===== src/design/acc_defines.svh =====
// ----------------------------------------------------------
// Accumulator CPU global widths and reset vector
// ----------------------------------------------------------

`ifndef ACC_DEFINES_SVH
`define ACC_DEFINES_SVH

// Byte address width on both AHB-Lite ports
`define ACC_ADDR_W 32

// Word width of the accumulator and of both buses
`define ACC_DATA_W 32

// First fetch address after reset
`define ACC_RESET_PC 32'h0000_0000

`endif


===== src/design/acc_core_pkg.sv =====
// ----------------------------------------------------------
// Accumulator core instruction format and bus channel types
// ----------------------------------------------------------

`include "acc_defines.svh"

package acc_core_pkg;

	// ----------------------------------------------------------
	// Instruction encoding

	// Codes not listed here execute as HALT
	typedef enum logic [3:0] {
		OP_LDI  = 4'h1,
		OP_LD   = 4'h2,
		OP_ADD  = 4'h3,
		OP_ST   = 4'h4,
		OP_JMP  = 4'h5,
		OP_HALT = 4'hf
	} opcode_e;

	// LD, ADD, ST and JMP
	typedef struct packed {
		opcode_e     opcode;
		logic [27:0] word_addr;
	} instr_mem_t;

	// LDI, zero extended
	typedef struct packed {
		opcode_e     opcode;
		logic [27:0] imm;
	} instr_imm_t;

	// Same 32-bit word viewed through either form
	typedef union packed {
		instr_mem_t  mem;
		instr_imm_t  imm;
		logic [31:0] raw;
	} acc_instr_u;

	// ----------------------------------------------------------
	// Core bus channel

	typedef struct packed {
		logic                   aph_req;
		logic [`ACC_ADDR_W-1:0] addr;
		logic                   write;
		logic [`ACC_DATA_W-1:0] wdata;
	} bus_req_t;

	typedef struct packed {
		logic                   aph_ready;
		logic                   dph_ready;
		logic                   dph_err;
		logic [`ACC_DATA_W-1:0] rdata;
	} bus_rsp_t;

endpackage


===== src/design/ahb_pkg.sv =====
// ----------------------------------------------------------
// AHB-Lite transfer encodings and master port structs
// ----------------------------------------------------------

`include "acc_defines.svh"

package ahb_pkg;

	// ----------------------------------------------------------
	// Transfer encodings

	// Only single transfers, so no BUSY or SEQ
	typedef enum logic [1:0] {
		HTRANS_IDLE   = 2'b00,
		HTRANS_NONSEQ = 2'b10
	} htrans_e;

	// Word transfers only
	typedef enum logic [2:0] {
		HSIZE_WORD = 3'b010
	} hsize_e;

	// ----------------------------------------------------------
	// Master port structs

	// Master outputs
	typedef struct packed {
		logic [`ACC_ADDR_W-1:0] haddr;
		logic                   hwrite;
		htrans_e                htrans;
		hsize_e                 hsize;
		logic [2:0]             hburst;
		logic [3:0]             hprot;
		logic                   hmastlock;
		// Lags haddr by one cycle
		logic [`ACC_DATA_W-1:0] hwdata;
	} ahb_req_t;

	// Slave responses
	typedef struct packed {
		logic                   hready;
		logic                   hresp;
		logic [`ACC_DATA_W-1:0] hrdata;
	} ahb_rsp_t;

endpackage


===== src/design/acc_core.sv =====
// ----------------------------------------------------------
// Accumulator core, one fetch and at most one data transfer
// per instruction, split over instruction and data channels
// ----------------------------------------------------------

`timescale 1ns/100ps
`include "acc_defines.svh"

module acc_core
	import acc_core_pkg::*;
(
	input  logic     clk,
	input  logic     rst_n,
	output bus_req_t instr_req_o,
	input  bus_rsp_t instr_rsp_i,
	output bus_req_t data_req_o,
	input  bus_rsp_t data_rsp_i,
	output logic     halted_o,
	output logic     fault_o
);

	localparam logic [`ACC_ADDR_W-1:0] INSTR_BYTES = 4;

	typedef enum logic [2:0] {
		FETCH_AP,
		FETCH_DP,
		MEM_AP,
		MEM_DP,
		STOP
	} state_e;

	state_e                 state_q;
	logic [`ACC_ADDR_W-1:0] pc_q;
	logic [`ACC_DATA_W-1:0] acc_q;
	logic                   fault_q;
	acc_instr_u             instr_q;

	acc_instr_u             fetch_word;
	logic                   fetch_stop;
	logic                   op_mem;
	logic [`ACC_ADDR_W-1:0] mem_addr;
	logic [`ACC_DATA_W-1:0] imm_ext;

	// ----------------------------------------------------------
	// Decode

	assign fetch_word = instr_rsp_i.rdata;

	// HALT and any undefined code stop right at fetch
	assign fetch_stop = !(fetch_word.mem.opcode inside {OP_LDI, OP_LD, OP_ADD, OP_ST, OP_JMP});

	assign op_mem = instr_q.mem.opcode inside {OP_LD, OP_ADD, OP_ST};

	// Word address to byte address
	assign mem_addr = {{(`ACC_ADDR_W-30){1'b0}}, instr_q.mem.word_addr, 2'b00};
	assign imm_ext  = {{(`ACC_DATA_W-28){1'b0}}, instr_q.imm.imm};

	// ----------------------------------------------------------
	// Sequencer

	always_ff @(posedge clk or negedge rst_n) begin
		if (!rst_n) begin
			state_q <= FETCH_AP;
			pc_q    <= `ACC_RESET_PC;
			acc_q   <= '0;
			fault_q <= 1'b0;
		end else begin
			case (state_q)
				FETCH_AP: begin
					if (instr_rsp_i.aph_ready)
						state_q <= FETCH_DP;
				end
				FETCH_DP: begin
					if (instr_rsp_i.dph_ready) begin
						if (instr_rsp_i.dph_err) begin
							state_q <= STOP;
							fault_q <= 1'b1;
						end else if (fetch_stop) begin
							state_q <= STOP;
						end else begin
							state_q <= MEM_AP;
						end
					end
				end
				// Non-memory ops retire here
				MEM_AP: begin
					if (op_mem) begin
						if (data_rsp_i.aph_ready)
							state_q <= MEM_DP;
					end else if (instr_q.mem.opcode == OP_JMP) begin
						pc_q    <= mem_addr;
						state_q <= FETCH_AP;
					end else begin
						// LDI, the only other code that passes fetch
						acc_q   <= imm_ext;
						pc_q    <= pc_q + INSTR_BYTES;
						state_q <= FETCH_AP;
					end
				end
				MEM_DP: begin
					if (data_rsp_i.dph_ready) begin
						if (data_rsp_i.dph_err) begin
							state_q <= STOP;
							fault_q <= 1'b1;
						end else begin
							case (instr_q.mem.opcode)
								OP_LD:   acc_q <= data_rsp_i.rdata;
								// Wraps at 32 bits
								OP_ADD:  acc_q <= acc_q + data_rsp_i.rdata;
								default: acc_q <= acc_q;
							endcase
							pc_q    <= pc_q + INSTR_BYTES;
							state_q <= FETCH_AP;
						end
					end
				end
				// STOP is terminal until reset
				default: state_q <= STOP;
			endcase
		end
	end

	// Latched instruction word
	always_ff @(posedge clk) begin
		if (state_q == FETCH_DP && instr_rsp_i.dph_ready)
			instr_q <= fetch_word;
	end

	// ----------------------------------------------------------
	// Channel requests

	// Instruction channel never writes, and stays idle while reset is held
	assign instr_req_o.aph_req = rst_n && state_q == FETCH_AP;
	assign instr_req_o.addr    = pc_q;
	assign instr_req_o.write   = 1'b0;
	assign instr_req_o.wdata   = '0;

	// Acc is stable through MEM_AP and MEM_DP
	assign data_req_o.aph_req = state_q == MEM_AP && op_mem;
	assign data_req_o.addr    = mem_addr;
	assign data_req_o.write   = instr_q.mem.opcode == OP_ST;
	assign data_req_o.wdata   = acc_q;

	assign halted_o = state_q == STOP;
	assign fault_o  = fault_q;

	// ----------------------------------------------------------
	// Assertions

	property p_aph_hold(bus_req_t req, bus_rsp_t rsp);
		@(posedge clk) disable iff (!rst_n)
		req.aph_req && !rsp.aph_ready |=> req.aph_req && $stable(req.addr);
	endproperty

	a_instr_aph_hold: assert property (p_aph_hold(instr_req_o, instr_rsp_i));
	a_data_aph_hold:  assert property (p_aph_hold(data_req_o, data_rsp_i));

	// Once stopped, both channels stay quiet
	a_stop_quiet: assert property (@(posedge clk) disable iff (!rst_n)
		halted_o |=> halted_o && !instr_req_o.aph_req && !data_req_o.aph_req);

endmodule


===== src/design/acc_cpu_2port.sv =====
// ----------------------------------------------------------
// Accumulator CPU with separate AHB-Lite instruction and
// load/store master ports
// ----------------------------------------------------------

`timescale 1ns/100ps

module acc_cpu_2port
	import ahb_pkg::*, acc_core_pkg::*;
(
	input  logic     clk,
	input  logic     rst_n,
	// Instruction fetch port
	output ahb_req_t i_ahb_req_o,
	input  ahb_rsp_t i_ahb_rsp_i,
	// Load/store port
	output ahb_req_t d_ahb_req_o,
	input  ahb_rsp_t d_ahb_rsp_i,
	output logic     halted_o,
	output logic     fault_o
);

	// Core channels
	bus_req_t instr_req;
	bus_rsp_t instr_rsp;
	bus_req_t data_req;
	bus_rsp_t data_rsp;

	// ----------------------------------------------------------
	// Core

	acc_core u_core (
		.clk         (clk),
		.rst_n       (rst_n),
		.instr_req_o (instr_req),
		.instr_rsp_i (instr_rsp),
		.data_req_o  (data_req),
		.data_rsp_i  (data_rsp),
		.halted_o    (halted_o),
		.fault_o     (fault_o)
	);

	// ----------------------------------------------------------
	// Bus ports, no arbitration between them

	ahb_lite_master_port u_iport (
		.clk        (clk),
		.rst_n      (rst_n),
		.core_req_i (instr_req),
		.core_rsp_o (instr_rsp),
		.ahb_req_o  (i_ahb_req_o),
		.ahb_rsp_i  (i_ahb_rsp_i)
	);

	ahb_lite_master_port u_dport (
		.clk        (clk),
		.rst_n      (rst_n),
		.core_req_i (data_req),
		.core_rsp_o (data_rsp),
		.ahb_req_o  (d_ahb_req_o),
		.ahb_rsp_i  (d_ahb_rsp_i)
	);

endmodule


===== src/design/ahb_lite_master_port.sv =====
// ----------------------------------------------------------
// Core bus channel to AHB-Lite master bridge
// ----------------------------------------------------------

`timescale 1ns/100ps
`include "acc_defines.svh"

module ahb_lite_master_port
	import ahb_pkg::*, acc_core_pkg::*;
(
	input  logic     clk,
	input  logic     rst_n,
	input  bus_req_t core_req_i,
	output bus_rsp_t core_rsp_o,
	output ahb_req_t ahb_req_o,
	input  ahb_rsp_t ahb_rsp_i
);

	logic                   dph_q;
	logic [`ACC_DATA_W-1:0] wdata_q;

	// Data phase in flight, moves only when the bus is ready
	always_ff @(posedge clk or negedge rst_n) begin
		if (!rst_n)
			dph_q <= 1'b0;
		else if (ahb_rsp_i.hready)
			dph_q <= core_req_i.aph_req;
	end

	// Write data captured as the address is accepted
	always_ff @(posedge clk) begin
		if (core_rsp_o.aph_ready)
			wdata_q <= core_req_i.wdata;
	end

	// ----------------------------------------------------------
	// AHB side

	assign ahb_req_o.haddr     = core_req_i.addr;
	assign ahb_req_o.hwrite    = core_req_i.write;
	assign ahb_req_o.htrans    = core_req_i.aph_req ? HTRANS_NONSEQ : HTRANS_IDLE;
	assign ahb_req_o.hsize     = HSIZE_WORD;
	// Single transfer, privileged, unlocked
	assign ahb_req_o.hburst    = 3'b000;
	assign ahb_req_o.hprot     = 4'b0010;
	assign ahb_req_o.hmastlock = 1'b0;
	assign ahb_req_o.hwdata    = wdata_q;

	// ----------------------------------------------------------
	// Core side

	assign core_rsp_o.aph_ready = ahb_rsp_i.hready && core_req_i.aph_req;
	assign core_rsp_o.dph_ready = ahb_rsp_i.hready && dph_q;
	// Only the second error cycle carries hready
	assign core_rsp_o.dph_err   = core_rsp_o.dph_ready && ahb_rsp_i.hresp;
	assign core_rsp_o.rdata     = ahb_rsp_i.hrdata;

	// ----------------------------------------------------------
	// Assertions

	a_hwrite_stall: assert property (@(posedge clk) disable iff (!rst_n)
		ahb_req_o.htrans == HTRANS_NONSEQ && !ahb_rsp_i.hready |=> $stable(ahb_req_o.hwrite));

	// Accepted last cycle, or a stretched data phase carried over
	a_dph_origin: assert property (@(posedge clk) disable iff (!rst_n)
		core_rsp_o.dph_ready |->
			$past(ahb_req_o.htrans == HTRANS_NONSEQ && ahb_rsp_i.hready) ||
			$past(dph_q && !ahb_rsp_i.hready));

endmodule


===== config.mk =====
export PLATFORM = sky130hd
export DESIGN_NAME = acc_cpu_2port
export DESIGN_NICKNAME = d
export VERILOG_FILES = /design/src/design/acc_core_pkg.sv /design/src/design/ahb_pkg.sv /design/src/design/acc_core.sv /design/src/design/acc_cpu_2port.sv /design/src/design/ahb_lite_master_port.sv
export VERILOG_INCLUDE_DIRS = /design/src /design/src/design
export SDC_FILE = /design/constraint.sdc
export NUM_CORES = 1
export LEC_CHECK = 0
export ABC_AREA = 1
export ABC_CLOCK_PERIOD_IN_PS = 5450
export BUFFER_PORTS_ARGS = -buffer_cell sky130_fd_sc_hd__buf_4
export CORE_MARGIN = 5
export CORE_UTILIZATION = 55
export CTS_CLUSTER_SIZE = 25
export DETAILED_ROUTE_END_ITERATION = 12
export GPL_ROUTABILITY_DRIVEN = 0
export PLACE_DENSITY = 0.79
export SYNTH_ARGS = -nofsm -noshare
export SYNTH_HDL_FRONTEND = slang
export SYNTH_SLANG_ARGS = --single-unit

===== constraint.sdc =====
create_clock -name clk -period 5.45 [get_ports clk]
set_input_delay 1.3625 -clock clk [delete_from_list [all_inputs] [get_ports clk]]
set_output_delay 1.3625 -clock clk [all_outputs]
set_load 0.03 [all_outputs]

* After elaboration in Yosys (flattened, before gate mapping)
Index checks and enable logic that the tools add are counted.
Word-level totals: logic and storage cells 78, flip-flop bits (word level) 134, output and inout bits 158
Cells by class: reduce and logical (&&, ||, !) cells 18, eq/ne operators 23, add/subtract/negate cells 2, multiplexer cells 27
Operators by type and width (count):
- 32-bit two-way mux | 8
- 32-bit one-hot mux with 2 select lines | 3
- 32-bit by 3-bit adder with 32-bit output (second input constant) | 1
- 32-bit adder | 1
- 3-bit two-way mux | 8
- 4-bit by 2-bit == test with 1-bit output (second input constant) | 4
- 4-bit by 3-bit == test with 1-bit output (second input constant) | 4
- 2-bit inequality test (second input constant) | 6
- 3-bit one-hot mux with 4 select lines | 1
- 1-bit logical AND | 9
- 4-bit AND reduction | 2
- 3-bit by 2-bit == test with 1-bit output (second input constant) | 2
- 6-bit AND reduction | 1
- 5-bit AND reduction | 1
- 5-bit nonzero test | 1
- 4-bit by 1-bit == test with 1-bit output (second input constant) | 1
- 1-bit two-way mux | 4
- 2-bit two-way mux | 2
- 2-bit by 1-bit inequality test with 1-bit output (second input constant) | 2
- 2-bit nonzero test | 2
- 3-bit by 1-bit == test with 1-bit output (second input constant) | 1
- 3-bit == test (second input constant) | 1
- 3-bit logical NOT | 1
- 3-bit by 1-bit inequality test with 1-bit output (second input constant) | 1
- 3 further kinds | 3

* Longest topological paths before layout
word-level depth 7, gate-level depth with buffers 17, mapped depth without buffers 17

* Cells and area by module
From an unflattened synthesis, not the netlist that was laid out.
Unflattened totals: cells, all modules 1413, area, all modules 11202.0 sq um
By module, submodules not included:
- acc_core | area each 7966.4 sq um, seq. area each 2612.5 sq um, cells an instance 1169, times used 1
- ahb_lite_master_port | area each 1617.8 sq um, seq. area each 985.9 sq um, cells an instance 122, times used 2

* Worst setup path after synthesis
OpenSTA, ideal clock, no wires.
path kind input to register, from input port i_ahb_rsp_i[33] (netlist bit), to register u_core.instr_q[0] (netlist bit) (enable), path buffers 0, cell stages on the path 2, required time 4.949 ns, setup slack 0.462 ns, arrival 4.486 ns, path through nand2_1 nor4_1
On the way: longest elaborated chain between the ends 2
Ends and longest elaborated chain:
- start: declaration | RTL line acc_cpu_2port.sv:15 | input ahb_rsp_t i_ahb_rsp_i,
- 1-bit logical AND | RTL line ahb_lite_master_port.sv:53 | assign core_rsp_o.dph_ready = ahb_rsp_i.hready && dph_q;
- 1-bit logical AND | RTL line acc_core.sv:125 | if (state_q == FETCH_DP && instr_rsp_i.dph_ready)
- end signal: assignment | RTL line acc_core.sv:126 | instr_q <= fetch_word;
- end: declaration | RTL line acc_core.sv:36 | acc_instr_u instr_q;
No other way between the ends. A chain may end at the register's enable or synchronous reset.

==> flow_metrics.py <==
metrics = {
    "outcome": {
        "status": "finished, final reports clean",
    },
    "clock_network": {
        "clk_path_buf_depth": 2,
        "cts-root-buf": "clkbuf_16",
        "ctsHoldBuffers": 0,
        "cts_setup_buffers": 0,
        "cts_resized": 0,
        "htree_levels": 4,
        "cts_tree": "built",
        "insertion_delay_ns": 0.44,
        "cts_made_buffers": 17,
        "clkSlewWorstSetupHoldPaths_ns": 0.06,
        "clock_sinks": 132,
    },
    "pwr": {
        "switchingPower_mw": 0.578,
        "internal_power_mw": 1.78,
        "peakVddDrop_uv": 225,
        "fin_total_pwr_mw": 2.36,
        "power_frac_comb": 0.075,
        "clockPowerShare": 0.482,
        "p_sw_frac": 0.245,
        "powerDensity_nw_per_um2": 222,
        "seqPwrFrac": 0.442,
        "leakage_nw": 5.36,
    },
    "final_layout": {
        "final_common_cell": "nand2_1",
        "nFillCells": 1419,
        "layout.cells.non_filler": 1586,
        "nets": 1456,
        "final_cell_mix": "nand2_1 (337), buf_4 (168), nor2_1 (153), inv_1 (139)",
        "area_growth_pct": 17.0,
        "post_route_cells_drive_above_1_share": 0.162,
        "fin_util": 0.648,
        "diodes": 0,
    },
    "logic_synthesis": {
        "synthArstFlopShare": 0.515,
        "synth_warnings": 0,
        "synth_top_cell_area_share": 0.211,
        "synth_area_um2": 9090,
        "synth_edf_count": 64,
        "yosys-top-cells-area": "edfxtp_1 (21%), dfrtp_1 (19%), nand2_1 (14%)",
        "synth_top_cell_by_area": "edfxtp_1",
        "synth_cells": 1220,
        "synth_ff_type": "dfrtp_1",
        "synth-seq-cells": 132,
        "seq_area_frac_synth": 0.398,
        "synth.avg_cell_area_um2": 7.45,
        "synth_cell_types": 43,
    },
    "sta": {
        "skew_ns": 0.00619,
        "clock.fmax_ghz": 0.312,
        "finalCriticalPeriod_ns": 3.20,
        "final_max_slew_viol_count": 0,
        "post-route-period-util": 0.588,
        "slew-limit-headroom": 0.376,
        "setup_viol_count_final": 0,
        "worstMarginPinSlew_ns": 0.936,
        "setup_tns_ns": 0,
        "finalHoldViolCount": 0,
        "fin_ws_ns": 2.25,
        "grt_setup_unrepaired": "false",
    },
    "global_routing": {
        "grt_pass1_wl_um": 40800,
        "grt_usage": 0.264,
        "gr-total-overflow": 0,
        "grt_pass1_vias": 8063,
        "grt_max_degree": 69,
        "antenna_found_initial": 0,
    },
    "critical_path": {
        "r2r_end": "u_core.acc_q[21]$_DFFE_PN0P_",
        "end_kind": "output pin",
        "slowest_stage": "buf_4",
        "cp_common_cell": "buf_4",
        "r2r_slack_ns": 2.40,
        "start_kind": "input pin",
        "worstPathRequired_ns": 4.09,
        "reg2regPathDepth": 9,
        "cp_num_buf_inv": 3,
        "critPathKind": "input pin to output pin",
        "r2r-start": "u_core.state_q[2]$_DFFE_PN0P_",
        "worstPathCellList": "buf_4 > inv_1 > nor2_1 > buf_4",
        "critPathTopFamily": "buffers and inverters",
        "critPathMaxFanout": 2,
        "crit_path_max_incr_delay_ns": 0.18,
        "cp.arrival_ns": 1.84,
    },
    "worst_hold_path": {
        "min_to": "u_dport.wdata_q[30]$_DFFE_PP_",
        "hold_path_class": "flip-flop to flip-flop",
        "hold_depth": 0,
        "worstHoldStart": "u_core.acc_q[30]$_DFFE_PN0P_",
    },
    "placement": {
        "io_buffers": 164,
        "dp.cells": 1554,
        "dp_hpwl_um": 18900,
        "place_ws_ns": 1.96,
    },
    "die": {
        "num_rows": 47,
        "io_pins": 228,
        "start_util": 0.554,
        "die_area_um2": 19200,
        "die_w_um": 139,
        "dieHeight_um": 139,
        "core_area_um2": 16400,
    },
    "drt": {
        "routed_wl_um": 25700,
        "drcViolationCount": 0,
        "final_antenna_net_count": 0,
        "drt-pass1-iter-count": 5,
        "wire_per_inst_um": 16.2,
        "drt_iter0_drc": 841,
        "vias_per_cell": 5.34,
        "dr_total_vias": 8468,
    },
    "run": {
        "drv_cap": 0,
    },
}
## registers in the layout, summed over array words and instances (netlist names)
name	cells
u_core.acc_q	32
u_core.fault_o	1
u_core.instr_q	32
u_core.pc_q	30
u_core.state_q	3
u_dport.dph_q	1
u_dport.wdata_q	32
u_iport.dph_q	1
## area by class of cell
class / instances / area, um^2 / area share
Clock buffer: 19 / 443 / 0.0416
Clock inverter: 13 / 133 / 0.0125
Inverter: 145 / 544 / 0.0512
Multi-Input combinational cell: 889 / 4360 / 0.410
Sequential cell: 132 / 3620 / 0.341
Tap cell: 220 / 275 / 0.0259
Timing Repair Buffer: 168 / 1260 / 0.119
## through the flow
| step | hold slack [ns] | area [um^2] |
|---|---|---|
| 4_1_cts | 0.486 | 10600 |
| 3_3_place_gp | 0.468 | 10100 |
| 6_report | 0.485 | 10600 |
| 3_5_place_dp | 0.471 | 10100 |
| 2_1_floorplan | 0.451 | 9320 |
| 5_1_grt | 0.504 | 10600 |
## layer usage
metal	routed length [um]	vias up	global-route usage
met5	0	-	0
met4	696	0	0.0972
met3	2050	55	0.0541
met2	12400	392	0.439
met1	10600	3957	0.342
li1	-	4064	-
## worst max-delay path by stage
stage,startpoint,to,slack [ns],cells after the start
detailed placement,d_ahb_rsp_i[33],u_core.acc_q[22]$_DFFE_PN0P_,1.96,11
global route,d_ahb_rsp_i[33],u_core.acc_q[21]$_DFFE_PN0P_,2.11,11
global placement,d_ahb_rsp_i[33],u_core.acc_q[14]$_DFFE_PN0P_,2.03,11
finish,rst_n,i_ahb_req_o[44],2.25,4
floorplan,i_ahb_rsp_i[33],u_core.instr_q[0]$_DFFE_PP_,0.46,2
CTS,rst_n,i_ahb_req_o[44],2.25,4
## power groups by stage
stage	registers (mW)	clock network [mW]	logic [mW]
2_1_floorplan	1.06	0	0.141
3_3_place_gp	1.06	0	0.173
3_5_place_dp	1.06	0	0.175
4_1_cts	1.04	1.14	0.176
5_1_grt	1.04	1.20	0.193
6_report	1.04	1.14	0.178
## synth_stat cells, types with 2 or more instances
| cell | n |
|---|---|
| nor3_1 | 14 |
| nor2_1 | 154 |
| inv_2 | 5 |
| o21bai_1 | 2 |
| a22oi_1 | 14 |
| or2_2 | 2 |
| edfxtp_1 | 64 |
| nand4_1 | 16 |
| nor2_2 | 4 |
| nor2_4 | 4 |
| a31oi_1 | 7 |
| o22ai_1 | 2 |
| buf_6 | 2 |
| nor4_1 | 3 |
| xor2_1 | 25 |
| nand2_1 | 337 |
| clkbuf_1 | 8 |
| buf_1 | 2 |
| and2_1 | 3 |
| a21oi_1 | 68 |
| nand3b_1 | 3 |
| o211ai_1 | 14 |
| buf_4 | 93 |
| o21ai_0 | 33 |
| xnor2_1 | 8 |
| o21ai_1 | 2 |
| inv_1 | 140 |
| dfrtp_1 | 68 |
| ha_1 | 32 |
| conb_1 | 2 |
| buf_2 | 10 |
| nand3_1 | 68 |
## cells by family after synthesis
kind of cell	after synthesis	share of synthesized area
and+or+nand+nor	613	0.282
buffers and inverters	260	0.149
AOI/OAI and AO/OA	147	0.0923
DFF	132	0.398
xor gates and xnor gates	33	0.0318
adders and majority gates	33	0.0462
other	2	0.000826
(Power assumes the default switching activity.)
